`src/rv_pkg.sv`:
```
package rv_pkg;

    localparam int xlen = 32;
    localparam int dmem_words = 64;

    typedef logic [xlen-1:0] word_t;          // data, address or instruction
    typedef logic [4:0] reg_addr_t;
    typedef logic [6:0] opcode_t;
    typedef logic [3:0] alu_ctrl_t;
    typedef logic [2:0] imm_sel_t;
    typedef logic [1:0] result_sel_t;
    typedef logic [1:0] pc_sel_t;
    typedef logic [1:0] alu_op_t;             // decoder internal op class
    typedef logic [$clog2(dmem_words)-1:0] dmem_addr_t;

    // major opcodes of the supported subset
    localparam opcode_t op_load   = 7'b0000011;
    localparam opcode_t op_store  = 7'b0100011;
    localparam opcode_t op_reg    = 7'b0110011;
    localparam opcode_t op_branch = 7'b1100011;
    localparam opcode_t op_imm    = 7'b0010011;
    localparam opcode_t op_jal    = 7'b1101111;
    localparam opcode_t op_jalr   = 7'b1100111;
    localparam opcode_t op_lui    = 7'b0110111;

    localparam alu_ctrl_t alu_add  = 4'd0;
    localparam alu_ctrl_t alu_sub  = 4'd1;
    localparam alu_ctrl_t alu_and  = 4'd2;
    localparam alu_ctrl_t alu_or   = 4'd3;
    localparam alu_ctrl_t alu_slt  = 4'd4;
    localparam alu_ctrl_t alu_xor  = 4'd5;
    localparam alu_ctrl_t alu_sltu = 4'd6;
    localparam alu_ctrl_t alu_sll  = 4'd7;
    localparam alu_ctrl_t alu_srl  = 4'd8;
    localparam alu_ctrl_t alu_sra  = 4'd9;

    localparam alu_op_t aluop_add    = 2'd0;
    localparam alu_op_t aluop_sub    = 2'd1;
    localparam alu_op_t aluop_func   = 2'd2;  // decode funct3/funct7
    localparam alu_op_t aluop_branch = 2'd3;

    localparam imm_sel_t imm_i = 3'd0;
    localparam imm_sel_t imm_s = 3'd1;
    localparam imm_sel_t imm_b = 3'd2;
    localparam imm_sel_t imm_j = 3'd3;
    localparam imm_sel_t imm_u = 3'd4;

    localparam result_sel_t res_alu = 2'd0;
    localparam result_sel_t res_mem = 2'd1;
    localparam result_sel_t res_pc4 = 2'd2;
    localparam result_sel_t res_imm = 2'd3;

    localparam pc_sel_t pc_plus4  = 2'd0;
    localparam pc_sel_t pc_branch = 2'd1;     // pc + imm
    localparam pc_sel_t pc_jalr   = 2'd2;     // rs1 + imm, bit 0 cleared

endpackage

```
`src/rv_result_select.sv`:
```
`timescale 1ns/1ps

module rv_result_select (
    input  rv_pkg::result_sel_t result_src,
    input  rv_pkg::pc_sel_t     pc_src,
    input  rv_pkg::word_t       pc,
    input  rv_pkg::word_t       imm,
    input  rv_pkg::word_t       alu_result,
    input  rv_pkg::word_t       mem_rdata,
    input  rv_pkg::word_t       rs1_data,
    output rv_pkg::word_t       wdata,
    output rv_pkg::word_t       next_pc
);

    rv_pkg::word_t pc_plus4;
    rv_pkg::word_t jalr_target;

    assign pc_plus4    = pc + 32'd4;
    assign jalr_target = (rs1_data + imm) & ~32'd1;   // lsb forced low

    always_comb begin
        case (result_src)
            rv_pkg::res_alu: wdata = alu_result;
            rv_pkg::res_mem: wdata = mem_rdata;
            rv_pkg::res_pc4: wdata = pc_plus4;    // link address
            default:         wdata = imm;
        endcase
    end

    always_comb begin
        case (pc_src)
            rv_pkg::pc_branch: next_pc = pc + imm;
            rv_pkg::pc_jalr:   next_pc = jalr_target;
            default:           next_pc = pc_plus4;
        endcase
    end

endmodule

```
`config.mk`:
```
export PLATFORM = sky130hd
export DESIGN_NAME = rv_result_select
export DESIGN_NICKNAME = d
export VERILOG_FILES = /design/src/rv_pkg.sv /design/src/rv_result_select.sv
export SDC_FILE = /design/constraint.sdc
export NUM_CORES = 1
export LEC_CHECK = 0
export BUFFER_PORTS_ARGS = -buffer_cell sky130_fd_sc_hd__buf_4
export CAP_MARGIN = 20
export CORE_MARGIN = 5
export CORE_UTILIZATION = 40
export DETAILED_ROUTE_END_ITERATION = 16
export GPL_ROUTABILITY_DRIVEN = 0
export GPL_TIMING_DRIVEN = 0
export PLACE_DENSITY = 0.76
export SETUP_SLACK_MARGIN = 0.05
export SLEW_MARGIN = 40
export SYNTH_ARGS = -nofsm -noshare
export SYNTH_HDL_FRONTEND = slang
export SYNTH_SLANG_ARGS = --single-unit
```
`constraint.sdc`:
```
create_clock -name vclk -period 3.5
set_input_delay 0.525 -clock vclk [all_inputs]
set_output_delay 0.525 -clock vclk [all_outputs]
set_load 0.02 [all_outputs]
```
Yosys cells after proc, flatten, opt, wreduce, memory -nomap -nowiden:

Index checks and enable logic that the tools add are counted.

* equal/unequal tests: 4
* add/sub/neg operators: 3
* reductions and logical operators: 1
* multiplexer cells: 2

Operator list (number)
* $pmux 32 s3: 1
* $add 32x32->32: 2
* $pmux 32 s2: 1
* $add 32x3->32 const B: 1
* $eq 2x1->1 const B: 2
* $eq 2x2->1 const B: 2
* $logic_not 2->1: 1

* output and inout port bits: 64
* logic and storage cells: 10
* register bits: 0

Longest topological paths before layout:

Gate-level depths: netlist (run 1).

* word-level depth: 2
* gate-level depth with buffers: 11

Worst setup path after synthesis (run 1):

OpenSTA, ideal clock, no wires.

* kind: in2out
* start point: input imm[1]
* end point: output next_pc[30]
* arrival: 2.662 ns
* stages: 10
* slack: 0.313 ns
* data required time: 2.975 ns
* buffers on the path: 0
* cells stage by stage: inv_1 > fa_1 > nand2b_1 > a21oi_1 > o211ai_1 > a31o_2 > o211ai_1 > a31o_2 > xnor2_1 > o221ai_1

* cells in the longest elaborated chain, start to end: 2
* elaborated cells between the ends (all ways): 3
* classes of those cells: add/sub: 2; mux: 1

Ends and longest elaborated chain
* start, declared: RTL line rv_result_select.sv:7 `input rv_pkg::word_t imm,`
* $add 32x32->32, on equally long branches: RTL line rv_result_select.sv:19, rv_result_select.sv:32
* $pmux 32 s2 (*): RTL line rv_result_select.sv:31 `case (pc_src)`
* end, declared: RTL line rv_result_select.sv:12 `output rv_pkg::word_t next_pc`

Mark *: on every way between the ends. The rest lies on a longest branch, timed or not.

Final worst setup path (run 1):

* start point: input imm[0]
* end point: output next_pc[22]

The elaborated chain is that of the path after synthesis.

==> results of run 1 <==
[synthesized netlist by cell type (13+ instances only)]
cell	instances	area, sq um
a21oi_1	54	270
clkbuf_1	23	86.3
a221oi_1	13	114
and3_1	13	81.3
inv_1	25	93.8
mux4_2	32	721
o21ai_1	14	70.1
a21o_1	20	150
nand3_1	22	110
xnor2_1	50	438
xor2_1	29	254
nor2_1	69	259
o21ai_0	22	110
nand2_1	62	233
ha_1	64	801
[cells by family (layout without fill, tap and decap cells)]
logic type,Yosys count,after routing,synth area share (%)
xor+xnor,79,79,13.4
simple gates,220,220,20.5
compound gates,216,216,29.6
buf+inv,56,302,4.59
fa+ha+maj,66,66,16.3
mux,40,40,15.6
[metal layers]
metal / routed length (microns) / track usage [%] / up-vias
met5: 0 / 0 / -
met4: 693 / 7.61 / 0
met3: 2070 / 3.43 / 48
met2: 10900 / 47.7 / 364
met1: 9070 / 36.7 / 3112
li1: - / - / 3081
[layout make-up]
type / instances / area, sq um
multi-input combinational: 621 / 5410
fill: 1170 / 4870
timing repair buffer: 247 / 1890
tap: 172 / 215
buffer: 30 / 144
inverter: 25 / 93.8
[cells in the final DEF (no fill, tap or decap), types with 13 or more instances in the layout]
master	n
a21oi_1	44
nand3_1	21
mux4_2	32
a21o_1	20
o21ai_0	19
ha_1	40
nand2_1	60
xor2_1	27
nor2_1	67
buf_4	241
inv_1	23
xnor2_1	49
ha_2	13
clkbuf_1	20
[through the flow]
stage / setup TNS, ns / hold WS (ns) / cells / cell area, sq um / total power, mW
2_1_floorplan: 0 / 1.18 / 677 / 5150 / 0.860
3_3_place_gp: -1.56 / 1.38 / 1075 / 7060 / 1.36
3_5_place_dp: -1.84 / 1.39 / 1075 / 7070 / 1.37
4_1_cts: 0 / 1.39 / 1085 / 7270 / 1.42
5_1_grt: -0.0118 / 1.42 / 1095 / 7750 / 1.66
6_report: 0 / 1.40 / 1095 / 7750 / 1.55
[power breakdown]
group / internal [mW] / total, mW / switching, mW
Combinational: 0.716 / 1.55 / 0.838
Sequential: 0 / 0 / 0
Clock: 0 / 0 / 0
Total: 0.716 / 1.55 / 0.838
[worst paths after layout]
path | end | cells after the start
hold / removal | next_pc[0] | 3
setup / recovery | next_pc[22] | 13
[repair_timing]
item                       CTS  global route
resized for setup           24            79
pin swaps                   18            37
setup endpoints to repair   16            23
buffers inserted            10            11
==> out/metrics.yaml, run 1 <==
outcome: "finished, final reports clean"
wire_per_inst_microns: 20.7
vias_per_cell: 6.03
design.die.area_sq_um: 15200
area_growth_pct: 50.6
critPathMaxStageDelay_ns: 0.39
nets: 1155
startpoint: "imm[0]"
maxCapViolCount: 0
setup_viol: 0
clkbuf_count: 0
critPathRequiredTime_ns: 2.97
worstPathCellList: "buf_12 > nand2_4 > fa_2 > nand2b_4 > a21oi_4 > o211ai_1 > a31o_2 > o211ai_1 > buf_4 > xor2_2 > a221oi_2 > nor2_1 > buf_4"
hpwl_mm: 18.0
core_area_sq_um: 12600
worstPathBufferInverterCount: 3
die_y_microns: 123
drive_gt1_share_pct: 41.9
powerDensity_nw_per_um2: 200
syn-num-nets: 907
max_freq_mhz: 290
ys_warn_count: 0
cts_hold_buf: 0
port_buffers: 226
place_ws_ns: -0.304
cp.arrival_ns: 2.93
p_leak_nw: 3.40
cp-start-kind: "primary input"
postRouteWirelength_mm: 22.7
rsz0062_at_grt: "true"
grt_max_degree: 11
antenna_found_initial: 0
post-route-period-util_pct: 98.6
antennaDiodeCount: 0
grt_pass1_vias: 6482
setup.worst_path.class: "primary input to primary output"
finish.utilization_pct: 61.4
slew_violations: 0
crit_path_max_fanout: 5
critPathCaptureType: "primary output"
fp.dieW_microns: 123
slew_headroom_pct: 45.1
firstDrtPassIters: 5
first_iter_violations: 533
crit_family: "compound AO/OA/AOI/OAI gates"
tightest_slew_ns: 0.823
timing.final.ws_setup_ns: 0.0475
crit_slowest_cell: "fa_2"
drtAntennaViolNets: 0
seq_cells: 0
hold_viol_final: 0
ios: 228
num_vias: 6605
avgSynthCellArea_sq_um: 7.61
gr-usage-all-layers_pct: 27.8
min_period_ns: 3.45
rows: 41
grt_pass1_wl_mm: 33.6
synth_area_sq_um: 5150
globalRoute.totalOverflow: 0
seq_area_frac_synth_pct: 0
yosysUniqueCellTypes: 71
min-delay-start: "pc[0]"
regArea_sq_um: 0
netlist_instances: 677
drc: 0
initial_core_util_pct: 40.8
hp-class: "primary input to primary output"
ir_worst_vdd_uv: 119
Note: power is estimated with default switching activity, not from simulation.
==> inputs of run 2 (changes only) <==
==> constraint.sdc (replaced) <==
create_clock -name vclk -period 3.5
set_input_delay 1.05 -clock vclk [all_inputs]
set_output_delay 1.05 -clock vclk [all_outputs]
set_load 0.02 [all_outputs]
==> run 2 against run 1 <==
Net effect:
- the flow now finishes with violations (negative setup slack)
- cell area increased by 28%
- critical path depth fell by 2
- global-route usage up 3.3 points
- routed wire length up 22%
- clock-buffer cell count did not move
- first-iteration DRC count grew 16%
- power rose by 28%
- critical path type unchanged
- highest routed layer unchanged
==> out/metrics.yaml, run 2 (same netlist as run 1, synthesis figures left out) <==
wire_per_inst_microns: 23.7  # was 20.7 microns
nFillCells: 790  # was 1,170
outcome: "complete, but fails checks"  # was finished, final reports clean
final_cells: 1166  # was 1,095
critPathCaptureType: "primary output"  # unchanged
slew_headroom_pct: 45.5  # was 45.1%
postRouteWirelength_mm: 27.6  # was 22.7 mm
crit_slowest_cell: "a2111oi_4"  # was fa_2
rsz0062_at_grt: "true"  # unchanged
violations: "negative setup slack"
cp.arrival_ns: 3.47  # was 2.93 ns
ios: 228  # unchanged
crit_cells: 11  # was 13
multi_input_area_sq_um: 6490  # was 5410 sq um
firstDrtPassIters: 5  # unchanged
min_period_ns: 4.52  # was 3.45 ns
area_growth_pct: 92.1  # was 50.6%
hpwl_mm: 18.4  # was 18.0 mm
hp-class: "primary input to primary output"  # unchanged
place_inst: 1075  # unchanged
combPwrFrac_pct: 100.0  # about the same
initial_core_util_pct: 40.8  # unchanged
powerDensity_nw_per_um2: 201  # was 200 nW/um^2
die_y_microns: 123  # unchanged
critPathMaxStageDelay_ns: 0.44  # was 0.39 ns
max_freq_mhz: 221  # was 290 MHz
critPathRequiredTime_ns: 2.45  # was 2.97 ns
grt_pass1_vias: 6980  # was 6,482
drtAntennaViolNets: 0  # unchanged
seq_cells: 0  # unchanged
crit_path_max_fanout: 3  # was 5
power_frac_clock_pct: 0  # about the same
slew_violations: 0  # unchanged
regArea_sq_um: 0  # unchanged
gr-usage-all-layers_pct: 31.1  # was 27.8%
timing.hold.ws_ns: 2.37  # was 1.40 ns
critPathMostFrequentCell: "o211ai_1"
startpoint: "imm[2]"  # was imm[0]
antenna_found_initial: 0  # unchanged
core_area_sq_um: 12600  # unchanged
finish.utilization_pct: 78.4  # was 61.4%
switching_share_pct: 51.6  # was 53.9%
design.die.area_sq_um: 15200  # unchanged
port_buffers: 226  # unchanged
num_vias: 7421  # was 6,605
ir_worst_vdd_uv: 135  # was 119 uV
hold_viol_final: 0  # unchanged
first_iter_violations: 620  # was 533
fp.dieW_microns: 123  # unchanged
mostFrequentLayoutCells: "buf_4 (222), buf_6 (86), nand2_1 (56)"  # was buf_4 (241), nor2_1 (67), nand2_1 (60)
worstPathCellList: "buf_12 > ha_4 > o211ai_1 > o211ai_1 > a31oi_4 > o211ai_2 > a21o_1 > xor2_2 > a2111oi_4 > o21ai_2 > buf_6"  # was buf_12 > nand2_4 > fa_2 > nand2b_4 > a21oi_4 > o211ai_1 > a31o_2 > o211ai_1 > buf_4 > xor2_2 > a221oi_2 > nor2_1 > buf_4
worstPathBufferInverterCount: 2  # was 3
cp-start-kind: "primary input"  # unchanged
switching_power_mw: 1.02  # was 838 uW
vias_per_cell: 6.36  # was 6.03
setup_viol: 51  # was 0
drive_gt1_share_pct: 60.7  # was 41.9%
worstSetupEndpoint: "next_pc[23]"  # was next_pc[22]
rows: 41  # unchanged
antennaDiodeCount: 0  # unchanged
post-route-period-util_pct: 129  # was 98.6%
p_leak_nw: 4.23  # was 3.40 nW
power.total_mw: 1.98  # was 1.55 mW
place_ws_ns: -1.17  # was -0.304 ns
timing.final.ws_setup_ns: -1.02  # was 0.0475 ns
clkbuf_count: 0  # unchanged
grt_pass1_wl_mm: 37.1  # was 33.6 mm
grt_max_degree: 11  # unchanged
final_common_cell: "buf_4"  # unchanged
tightest_slew_ns: 0.817  # was 0.823 ns
nets: 1226  # was 1,155
drc: 0  # unchanged
crit_family: "compound AO/OA/AOI/OAI gates"  # unchanged
globalRoute.totalOverflow: 0  # unchanged
p_int_uw: 959  # was 716 uW
power.share.sequential_pct: 0  # about the same
maxCapViolCount: 0  # unchanged
setup.worst_path.class: "primary input to primary output"  # unchanged
[run 2: repair_timing]
item                                   4_1_cts  5_1_grt
endpoints found under the hold margin        0        0
buffers inserted                            54       53
setup endpoints to repair                   64       57
gates resized for setup                    212      114
pin swaps                                  104      104
hold buffers                                 0        0
[run 2: how the worst min path moves through the flow]
stage | to | depth (start not counted) | startpoint | slack [ns]
3_5_place_dp | next_pc[0] | 3 | pc[0] | 2.47
3_3_place_gp | next_pc[0] | 3 | pc[0] | 2.47
5_1_grt | next_pc[2] | 3 | pc[2] | 2.38
6_report | next_pc[2] | 3 | pc[2] | 2.37
4_1_cts | next_pc[0] | 3 | pc[0] | 2.44
2_1_floorplan | next_pc[2] | 1 | pc[2] | 2.23
[run 2: per-layer routing]
metal	share of wire, %	vias to the layer above	GRT usage, %
li1	-	3224	-
met1	35	3584	37.0
met2	49	502	55.1
met3	9.8	111	6.22
met4	6.0	0	11.3
met5	0	-	0
[run 2: area by class of cell]
cell class / count / share of cell area, %
Buffer: 26 / 1.80
Inverter: 25 / 0.949
Multi-Input combinational cell: 621 / 65.6
Timing Repair Buffer: 322 / 29.4
Tap cell: 172 / 2.18
[run 2: power by group through the flow]
stage          Combinational (mW)  Clock, mW  Sequential, mW
2_1_floorplan               0.976          0               0
3_3_place_gp                 1.50          0               0
3_5_place_dp                 1.52          0               0
4_1_cts                      1.75          0               0
5_1_grt                      2.08          0               0
6_report                     1.98          0               0
[run 2: worst min-delay path: cells and delay by family]
family          cells  cell delay, ns
compound gates      1            0.06
buf+inv             2            0.22
[run 2: stage by stage]
step                      cell area [sq um]  TNS (ns)
final                                  9890    -32.28
after global routing                   9890    -35.81
after CTS                              9060    -29.67
after detailed placement               7710    -38.95
after global placement                 7710    -44.74
after floorplan                        5800     -9.66
