<file path="src/rv_pkg.sv">
package rv_pkg;

    localparam int xlen = 32;
    localparam int dmem_words = 64;

    typedef logic [xlen-1:0] word_t;          // data, address or instruction
    typedef logic [4:0] reg_addr_t;
    typedef logic [6:0] opcode_t;
    typedef logic [3:0] alu_ctrl_t;
    typedef logic [2:0] imm_sel_t;
    typedef logic [1:0] result_sel_t;
    typedef logic [1:0] pc_sel_t;
    typedef logic [1:0] alu_op_t;             // decoder internal op class
    typedef logic [$clog2(dmem_words)-1:0] dmem_addr_t;

    // major opcodes of the supported subset
    localparam opcode_t op_load   = 7'b0000011;
    localparam opcode_t op_store  = 7'b0100011;
    localparam opcode_t op_reg    = 7'b0110011;
    localparam opcode_t op_branch = 7'b1100011;
    localparam opcode_t op_imm    = 7'b0010011;
    localparam opcode_t op_jal    = 7'b1101111;
    localparam opcode_t op_jalr   = 7'b1100111;
    localparam opcode_t op_lui    = 7'b0110111;

    localparam alu_ctrl_t alu_add  = 4'd0;
    localparam alu_ctrl_t alu_sub  = 4'd1;
    localparam alu_ctrl_t alu_and  = 4'd2;
    localparam alu_ctrl_t alu_or   = 4'd3;
    localparam alu_ctrl_t alu_slt  = 4'd4;
    localparam alu_ctrl_t alu_xor  = 4'd5;
    localparam alu_ctrl_t alu_sltu = 4'd6;
    localparam alu_ctrl_t alu_sll  = 4'd7;
    localparam alu_ctrl_t alu_srl  = 4'd8;
    localparam alu_ctrl_t alu_sra  = 4'd9;

    localparam alu_op_t aluop_add    = 2'd0;
    localparam alu_op_t aluop_sub    = 2'd1;
    localparam alu_op_t aluop_func   = 2'd2;  // decode funct3/funct7
    localparam alu_op_t aluop_branch = 2'd3;

    localparam imm_sel_t imm_i = 3'd0;
    localparam imm_sel_t imm_s = 3'd1;
    localparam imm_sel_t imm_b = 3'd2;
    localparam imm_sel_t imm_j = 3'd3;
    localparam imm_sel_t imm_u = 3'd4;

    localparam result_sel_t res_alu = 2'd0;
    localparam result_sel_t res_mem = 2'd1;
    localparam result_sel_t res_pc4 = 2'd2;
    localparam result_sel_t res_imm = 2'd3;

    localparam pc_sel_t pc_plus4  = 2'd0;
    localparam pc_sel_t pc_branch = 2'd1;     // pc + imm
    localparam pc_sel_t pc_jalr   = 2'd2;     // rs1 + imm, bit 0 cleared

endpackage

</file>
<file path="src/rv_imm_gen.sv">
`timescale 1ns/1ps

module rv_imm_gen (
    input  rv_pkg::word_t    instr,
    input  rv_pkg::imm_sel_t imm_sel,
    output rv_pkg::word_t    imm
);

    logic sign;

    assign sign = instr[31];

    always_comb begin
        case (imm_sel)
            rv_pkg::imm_i: imm = {{20{sign}}, instr[31:20]};
            rv_pkg::imm_s: imm = {{20{sign}}, instr[31:25], instr[11:7]};
            rv_pkg::imm_b: imm = {{19{sign}}, sign, instr[7], instr[30:25],
                                  instr[11:8], 1'b0};
            rv_pkg::imm_j: imm = {{11{sign}}, sign, instr[19:12], instr[20],
                                  instr[30:21], 1'b0};
            rv_pkg::imm_u: imm = {instr[31:12], 12'b0};     // low bits zero
            default:       imm = '0;
        endcase
    end

endmodule

</file>
<file path="config.mk">
export PLATFORM = sky130hd
export DESIGN_NAME = rv_imm_gen
export DESIGN_NICKNAME = d
export VERILOG_FILES = /design/src/rv_pkg.sv /design/src/rv_imm_gen.sv
export SDC_FILE = /design/constraint.sdc
export NUM_CORES = 1
export LEC_CHECK = 0
export BUFFER_PORTS_ARGS = -buffer_cell sky130_fd_sc_hd__buf_2
export CORE_MARGIN = 4
export CORE_UTILIZATION = 33
export DETAILED_ROUTE_END_ITERATION = 8
export PLACE_DENSITY = 0.92
export SLEW_MARGIN = 20
export SYNTH_ARGS = -nofsm -noshare
export SYNTH_HDL_FRONTEND = slang
export SYNTH_SLANG_ARGS = --single-unit
</file>
<file path="constraint.sdc">
create_clock -name vclk -period 1.45
set_input_delay 0.29 -clock vclk [all_inputs]
set_output_delay 0.29 -clock vclk [all_outputs]
set_load 0.03 [all_outputs]
</file>
Word level (Yosys, flattened, before mapping)
Cells that the tools add are included.
{"block": "word_totals", "output_inout_bits": 32, "input_bits": 35, "mem_bits_ro": 0, "mem_count": 0, "word_cells": 6, "ram_bits": 0, "latch_bits": 0, "reg_bits": 0}
{"block": "classes", "div": 0, "n_eq_ne": 4, "reduce_logical": 1, "add_sub_neg": 0, "n_shift": 0, "mul": 0, "mux": 1, "bitwise": 0, "order_cmp": 0}
{"operator": "$pmux 32 s5", "n": 1}
{"operator": "$eq 3x2->1 const B", "n": 2}
{"operator": "$eq 3x1->1 const B", "n": 1}
{"operator": "$eq 3x3->1 const B", "n": 1}
{"operator": "$logic_not 3->1", "n": 1}

Logic depth before layout (Yosys ltp)
Gate-level depths: netlist of run 1.
{"block": "logic_depth", "depth_word": 2, "depth_mapped": 5, "ltp_nobuf": 3}

Worst setup path after synthesis of run 1
No wires, ideal clock.
{"block": "synth_path", "path_type": "input-to-output", "from": "in imm_sel[1]", "to": "out imm[11]", "arrival_time_ns": 1.336, "path_stages": 3, "required_ns": 1.160, "path_buffers": 2, "slack_ns": -0.176, "cell_sequence": "buf_6 buf_2 a211oi_1"}
{"block": "synth_between", "elab_chain_cells": 2, "elab_cells_between_ends": 6, "classes_between": "eq/ne (4); mux (1); reduce/logical (1)"}
{"element": "from (decl)", "line": "rv_imm_gen.sv:5", "source": "input rv_pkg::imm_sel_t imm_sel,"}
{"element": "$eq 3x3->1, or another cell as far along", "line": "rv_imm_gen.sv:14", "source": "case (imm_sel)"}
{"element": "$pmux 32 s5 *", "line": "rv_imm_gen.sv:14"}
{"element": "to (decl)", "line": "rv_imm_gen.sv:6", "source": "output rv_pkg::word_t imm"}
Every way passes the cells marked *; elsewhere a longest branch is shown, timed or not.

Worst setup path after layout of run 1
{"block": "layout_path", "from": "in imm_sel[0]", "to": "out imm[12]"}
Same word-level chain as after synthesis.

==> impl_metrics.tcl, run 1 <==
set metrics [dict create \
    status "complete, but fails checks" \
    violated_checks "negative setup slack" \
    wl_um 3570 \
    ant_nets 0 \
    routed_wire_length_per_instance_um 23.0 \
    worstSetupPathType "primary input to output port" \
    maxCapViolations 0 \
    topRoutingLayerUsed "met4" \
    global_route_wire_length_before_repair_um 4160 \
    syn_inst 73 \
    synth-warning-count 0 \
    critical_path_capture_point_type "output port" \
    critical_path_origin "imm_sel[0]" \
    finalSetupViolations 23 \
    synthDominantCellAreaShare_pct 16.2 \
    final-hold-violation-count 0 \
    postSynthNetCount 108 \
    power.combinational.fraction_pct 100.0 \
    nets 177 \
    yosys.cell_count.top_type "a21oi_1" \
    cellInternalPower_uw 249 \
    worst_max_slew_margin_expressed_relative_to_the_limit_pct 82.4 \
    sequentialPowerShare_pct 0 \
    detail_route.wirelength.met1_um 1260 \
    initial_antenna_violation_count 0 \
    dp.cells 151 \
    synth_top_cells_by_area "a21oi_1 16%, a21o_1 15%, mux2i_1 12%, nor2b_1 11%, o22ai_1 10%" \
    wl_met3_um 467 \
    grt_pass1_vias 849 \
    floorplan.die_area_um2 2180 \
    critical_path.startpoint_type "primary input" \
    postPlaceCellArea_um2 931 \
    synth-seq-area-share_pct 0 \
    grt_start_max_net_pins 12 \
    final-instance-count-excl-fill 155 \
    globalRouteTotalUtil_pct 26.4 \
    core.rowCount 13 \
    seq_cells 0 \
    critical_path_required_ns 1.16 \
    hpwl_um 1800 \
    achievable-frequency_mhz 631 \
    vias_after_detailed_routing 932 \
    crit_path_cell_trace "buf_8, buf_4, and2_2, a21oi_2, o22ai_2, buf_6" \
    total_met2_wirelength_after_detailed_routing_um 1710 \
    num_io_pins 67 \
    setup_ws_ns -0.134 \
    coreArea_um2 1350 \
    ratio_of_cells_with_drive_above_1_in_the_final_layout_pct 75.0 \
    timing.critical_path.slowest_cell_delay_ns 0.28 \
    antenna_cells 0 \
    grt_setup_unrepaired "true" \
    tightest_slew_ns 0.265 \
    power_switching_share_pct 56.6 \
    synth.largest_area_cell "a21oi_1" \
    globalplace.congestion 0.685 \
    slew_violations 0 \
    power-per-cell-area_nw_per_um2 481 \
    period_needed_ns 1.58 \
    power.static_leakage_uw 0.000643 \
    fill_cells 70 \
    die_height_um 46.7 \
    worst_ir_drop_vdd_v 0.000265 \
    synthTopCellsByCount "16 x a21oi_1, 10 x a21o_1, 9 x nor2b_1" \
    p_switching_uw 325 \
    layout_clock_buffers 0 \
    numPortBuffers 60 \
    syn_to_final_growth_pct 142 \
    cell_family_with_most_cp_delay "buffers and inverters" \
    worstHoldStart "instr[29]" \
    synth_cell_types 18 \
    drt-pass1-iter-count 4 \
    fin_total_pwr_uw 574 \
    pwr-share-clk_pct 0 \
    cp_max_fo 8 \
    floorplan.initialDensity_pct 36.6 \
    synthesis.area_um2 494 \
    crit_slowest_cell "and2_2" \
    critical_path.n_buffers_inverters 3 \
    post-route-cell-area_um2 1190 \
    sequential_cell_area_um2 0 \
    grt-ovfl-total 0 \
    final.period_utilization_pct 109 \
    iteration_0_drc_count_of_the_detailed_router 28 \
    holdBufCountCts 0 \
    detail_route.vias_per_cell 6.01 \
    chipWidth_um 46.7 \
    arrival_time_at_the_worst_endpoint_ns 1.29 \
    pre_cts_ws_ns -0.143 \
    postSynthAreaPerCell_um2 6.77 \
    drc 0 \
    hp-class "primary input to output port" \
]
[power by group through the flow]
stage	sequential, µW	clock (µW)	combinational, µW
6_report	0	0	574
5_1_grt	0	0	595
4_1_cts	0	0	508
3_5_place_dp	0	0	437
3_3_place_gp	0	0	424
2_1_floorplan	0	0	291
[layer usage]
metal / vias to the layer above / track usage, %
met5: - / 0
met4: 0 / 6.63
met3: 14 / 5.47
met2: 77 / 52.5
met1: 442 / 27.6
li1: 399 / -
[per-stage QoR]
stage	setup TNS [ns]	utilization, %	hold slack [ns]
2_1_floorplan	0	-	0.779
3_3_place_gp	-0.650	69.0	0.937
3_5_place_dp	-1.17	69.0	0.941
4_1_cts	-0.522	81.1	0.913
5_1_grt	-2.52	88.4	0.930
6_report	-1.84	88.4	0.916
[cell usage in the layout, fill, tap and decap left out, drive strengths merged]
| cell type | synthesis | routed |
|---|---|---|
| a21o | 10 | 10 |
| a211oi | 1 | 1 |
| nor3b | 1 | 1 |
| a31o | 1 | 1 |
| nor2b | 9 | 9 |
| clkbuf | 2 | 1 |
| o21ai | 1 | 1 |
| a21oi | 16 | 16 |
| o22ai | 8 | 8 |
| nor3 | 1 | 1 |
| inv | 1 | 1 |
| mux2i | 6 | 6 |
| xor2 | 1 | 1 |
| buf | 8 | 76 |
| and2 | 2 | 2 |
| nor2 | 5 | 5 |
[kinds of logic after synthesis]
| family | after synthesis | synth area share, % |
|---|---|---|
| simple gates | 18 | 22.5 |
| mux | 6 | 12.2 |
| compound gates | 37 | 45.8 |
| xor+xnor | 1 | 5.57 |
| buf+inv | 11 | 13.9 |
[final cells by class]
class	count	area, µm²	area share, %
Timing Repair Buffer	77	622	52.1
Tap cell	15	18.8	1.57
Inverter	1	3.75	0.314
Multi-Input combinational cell	62	549	46.0
[final timing paths]
| kind | end | depth (start not counted) |
|---|---|---|
| max | imm[12] | 6 |
| min | imm[29] | 3 |
[timing repair]
action,4_1_cts,5_1_grt
gates cloned,1,0
buffers inserted,3,0
endpoints found under the setup margin,24,25
gates resized for setup,45,30
pin swaps,4,14
Power figures use the tool's default switching activity.
==> inputs of run 2 (changes only) <==
Settings changed: PLACE_DENSITY 0.92 to 0.85.
==> impl_metrics.tcl, run 2 (same netlist as run 1, synthesis figures left out) <==
set metrics [dict create \
    grt.met2_usage_pct 45.3 \
    achievable-frequency_mhz 656 \
    final-instance-count-excl-fill 156 \
    critical_path.n_buffers_inverters 3 \
    routed_wire_length_per_instance_um 18.6 \
    dp.cells 148 \
    layout_commonest_cell "buf_2" \
    cp_max_fo 5 \
    postPlaceCellArea_um2 896 \
    numPortBuffers 60 \
    drc 0 \
    hpwl_um 1650 \
    grt_setup_unrepaired "true" \
    end_point_of_the_most_critical_hold_path "imm[27]" \
    final-hold-violation-count 0 \
    arrival_time_at_the_worst_endpoint_ns 1.23 \
    setup-tns-final_ns -0.904 \
    sequential_cell_area_um2 0 \
    drt-pass1-iter-count 4 \
    globalRouteTotalUtil_pct 21.0 \
    syn_to_final_growth_pct 137 \
    worst_max_slew_margin_expressed_relative_to_the_limit_pct 84.9 \
    critical_path_capture_point_type "output port" \
    final.period_utilization_pct 105 \
    fin_total_pwr_uw 549 \
    global_route_wire_length_before_repair_um 3400 \
    ratio_of_cells_with_drive_above_1_in_the_final_layout_pct 72.3 \
    mostFrequentLayoutCells "34 x buf_2, 24 x buf_6, 17 x buf_4" \
    grt_pass1_vias 773 \
    floorplan.initialDensity_pct 36.6 \
    wl_um 2910 \
    detail_route.vias_per_cell 5.81 \
    iteration_0_drc_count_of_the_detailed_router 30 \
    grt_busiest_layer "met2" \
    initial_antenna_violation_count 0 \
    worst_ir_drop_vdd_v 0.000317 \
    worstHoldPathCells 3 \
    post-route-cell-area_um2 1170 \
    antenna_cells 0 \
    slew_violations 0 \
    hp-class "primary input to output port" \
    floorplan.die_area_um2 2180 \
    globalplace.congestion 0.791 \
    grt_met1_use_pct 21.4 \
    maxCapViolations 0 \
    timing.critical_path.slowest_cell_delay_ns 0.24 \
    seq_cells 0 \
    fill_cells 67 \
    violated_checks "negative setup slack" \
    power-per-cell-area_nw_per_um2 469 \
    finalSetupViolations 23 \
    grtUsageMet3_pct 2.34 \
    tightest_slew_ns 0.220 \
    vias_after_detailed_routing 906 \
    worstSetupPathType "primary input to output port" \
    layout_clock_buffers 0 \
    nets 178 \
    setup_ws_ns -0.0740 \
    status "complete, but fails checks" \
    coreArea_um2 1350 \
    power.static_leakage_uw 0.000641 \
    cell_family_with_most_cp_delay "buffers and inverters" \
    grt-ovfl-total 0 \
    crit_slowest_cell "mux2i_1" \
    critical_path_required_ns 1.16 \
    core.rowCount 13 \
    ant_nets 0 \
    num_io_pins 67 \
    holdBufCountCts 0 \
    worstHoldStart "instr[27]" \
    grt_start_max_net_pins 12 \
    period_needed_ns 1.52 \
    chipWidth_um 46.7 \
    crit_path_cell_trace "buf_8, buf_12, xor2_4, mux2i_1, nor2_1, buf_4" \
    die_height_um 46.7 \
    critical_path.startpoint_type "primary input" \
]
## run 2: cell count changes in the layout (fill, tap and decap cells not counted), sizes merged
cell | before | now
buf | 76 | 77
nor2b | 9 | 10
clkbuf | 1 | 0
## run 2: final cells by class
class	instances	area [µm²]	share of cell area (%)
timing repair buffer	77	603	51.6
multi-input combinational	63	544	46.5
tap	15	18.8	1.60
inverter	1	3.75	0.321
## run 2: how the worst max path moves through the flow
stage / end / cells past startpoint / from
2_1_floorplan: imm[1] / 4 / imm_sel[1]
3_3_place_gp: imm[12] / 5 / imm_sel[0]
3_5_place_dp: imm[14] / 5 / imm_sel[0]
4_1_cts: imm[2] / 6 / imm_sel[0]
5_1_grt: imm[2] / 6 / imm_sel[0]
6_report: imm[2] / 6 / imm_sel[0]
## run 2: where the power goes
part	internal (µW)	total, µW	leakage (µW)	switching [µW]
logic	243	549	0.000641	306
clock network	0	0	0	0
registers	0	0	0	0
## run 2: timing repair
| item | in CTS | in global routing |
|---|---|---|
| gates cloned | 0 | 2 |
| setup buffers | 6 | 2 |
| pin swaps | 2 | 12 |
| hold endpoints to repair | 0 | 0 |
| setup endpoints to repair | 23 | 25 |
| resized for setup | 42 | 27 |
## run 2: tightest hold or removal path, cell delays in order
cell and delay, ns:
buf_2 0.09, a21o_1 0.12, buf_6 0.13
## run 2: per-stage QoR
| stage | util [%] | hold WS, ns | worst slack [ns] |
|---|---|---|---|
| final | 86.7 | 0.922 | -0.0740 |
| after global routing | 86.7 | 0.930 | -0.124 |
| after CTS | 77.6 | 0.910 | -0.0603 |
| after detailed placement | 66.4 | 0.941 | -0.302 |
| after global placement | 66.4 | 0.937 | -0.201 |
| after floorplan | - | 0.779 | 0.0208 |
## run 2: per-layer routing
layer  part of all wire [%]  wire [µm]
met5                      0          0
met4                    3.1         91
met3                     12        351
met2                     52       1510
met1                     33        953
==> inputs of run 3 (changes only) <==
Clock period 1.45 ns to 1.6 ns, I/O delays scaled along.
==> impl_metrics.tcl, run 3 (same netlist as run 1, synthesis figures left out) <==
set metrics [dict create \
    iteration_0_drc_count_of_the_detailed_router 6 \
    cp_max_fo 10 \
    global_route_wire_length_before_repair_um 2970 \
    globalplace.congestion 0.788 \
    critical_path.startpoint_type "primary input" \
    grt_met1_use_pct 17.4 \
    wl_um 2290 \
    holdBufCountCts 0 \
    power_switching_share_pct 59.3 \
    arrival_time_at_the_worst_endpoint_ns 1.25 \
    critical_path_capture_point_type "output port" \
    chipWidth_um 46.7 \
    routed_wire_length_per_instance_um 15.3 \
    finalSetupViolations 0 \
    status "completed" \
    fin_total_pwr_uw 421 \
    crit_slowest_cell "buf_4" \
    cellInternalPower_uw 171 \
    grtUsageMet3_pct 2.34 \
    grt.met2_usage_pct 39.3 \
    mostFrequentLayoutCells "48 x buf_2, 17 x buf_4, 16 x a21oi_1" \
    final-hold-violation-count 0 \
    finalCoreUtilization_pct 72.8 \
    grt-ovfl-total 0 \
    num_io_pins 67 \
    drc 0 \
    grt_start_max_net_pins 12 \
    tightest_slew_ns 0.212 \
    antenna_cells 0 \
    initial_antenna_violation_count 0 \
    timing.critical_path.slowest_cell_delay_ns 0.20 \
    ratio_of_cells_with_drive_above_1_in_the_final_layout_pct 65.2 \
    worst_ir_drop_vdd_v 0.000221 \
    sequential_cell_area_um2 0 \
    p_switching_uw 249 \
    postPlaceCellArea_um2 896 \
    die_height_um 46.7 \
    achievable-frequency_mhz 639 \
    layout_clock_buffers 0 \
    worst_max_slew_margin_expressed_relative_to_the_limit_pct 85.5 \
    hold_ws_ns 1.01 \
    ant_nets 0 \
    final.period_utilization_pct 97.9 \
    power.combinational.fraction_pct 100.0 \
    globalRouteTotalUtil_pct 18.0 \
    crit_path_cell_trace "buf_2, buf_4, buf_4, o21ai_0, and2_1, buf_2" \
    coreArea_um2 1350 \
    critical_path_required_ns 1.28 \
    slew_violations 0 \
    layout_commonest_cell "buf_2" \
    worstSetupPathType "primary input to output port" \
    grt_pass1_vias 717 \
    numPortBuffers 60 \
    drt-pass1-iter-count 4 \
    hpwl_um 1780 \
    floorplan.initialDensity_pct 36.6 \
    hp-class "primary input to output port" \
    grt_busiest_layer "met2" \
    pwr-share-clk_pct 0 \
    maxCapViolations 0 \
    power.static_leakage_uw 0.000580 \
    power-per-cell-area_nw_per_um2 428 \
    floorplan.die_area_um2 2180 \
    syn_to_final_growth_pct 99.0 \
    post-route-cell-area_um2 983 \
    period_needed_ns 1.57 \
    seq_cells 0 \
    vias_after_detailed_routing 828 \
    setup-tns-final_ns 0 \
    core.rowCount 13 \
    detail_route.vias_per_cell 5.52 \
    nets 172 \
    sequentialPowerShare_pct 0 \
]
==> run 3: changes by cell type in the layout (fill, tap and decap cells not counted), sizes merged <==
cell and change:
buf -6, nor2b -1, clkbuf +1
==> run 3: critical path, delay by kind of cell <==
| family | cells | cell delay (ns) |
|---|---|---|
| AO/OA/AOI/OAI | 1 | 0.14 |
| buffers and inverters | 4 | 0.61 |
| AND/OR/NAND/NOR | 1 | 0.17 |
==> run 3: what timing repair did <==
action | 4_1_cts | 5_1_grt
endpoints found under the setup margin | 9 | 15
setup buffers | 0 | 4
gates resized for setup | 8 | 23
pin swaps | 0 | 2
gates cloned | 0 | 0
==> run 3: cell type report <==
type | instances | area [µm²]
multi-input combinational | 62 | 505
timing repair buffer | 72 | 455
inverter | 1 | 3.75
tap | 15 | 18.8
fill | 108 | 367
==> run 3: worst paths after layout <==
path                   start  endpoint  slack [ns]  cells past startpoint
setup / recovery  imm_sel[2]   imm[31]        0.03                      6
hold / removal     instr[30]   imm[30]        1.01                      3
==> run 3: power by group through the flow <==
stage / Clock (µW) / Combinational (µW) / Sequential, µW
after floorplan: 0 / 264 / 0
after global placement: 0 / 376 / 0
after detailed placement: 0 / 387 / 0
after CTS: 0 / 397 / 0
after global routing: 0 / 445 / 0
final: 0 / 421 / 0
==> run 3: metal layers <==
layer / routed length (µm) / vias up / share of wire [%]
met5: 0 / - / 0
met4: 49 / 0 / 2.1
met3: 303 / 6 / 13
met2: 1190 / 50 / 52
met1: 745 / 381 / 32
li1: - / 391 / -
==> run 3: per-stage QoR <==
step,instances,setup WS [ns]
after global routing,150,-0.00939
after CTS,148,0.00144
after floorplan,73,0.111
after global placement,148,-0.122
after detailed placement,148,-0.187
final,150,0.0343
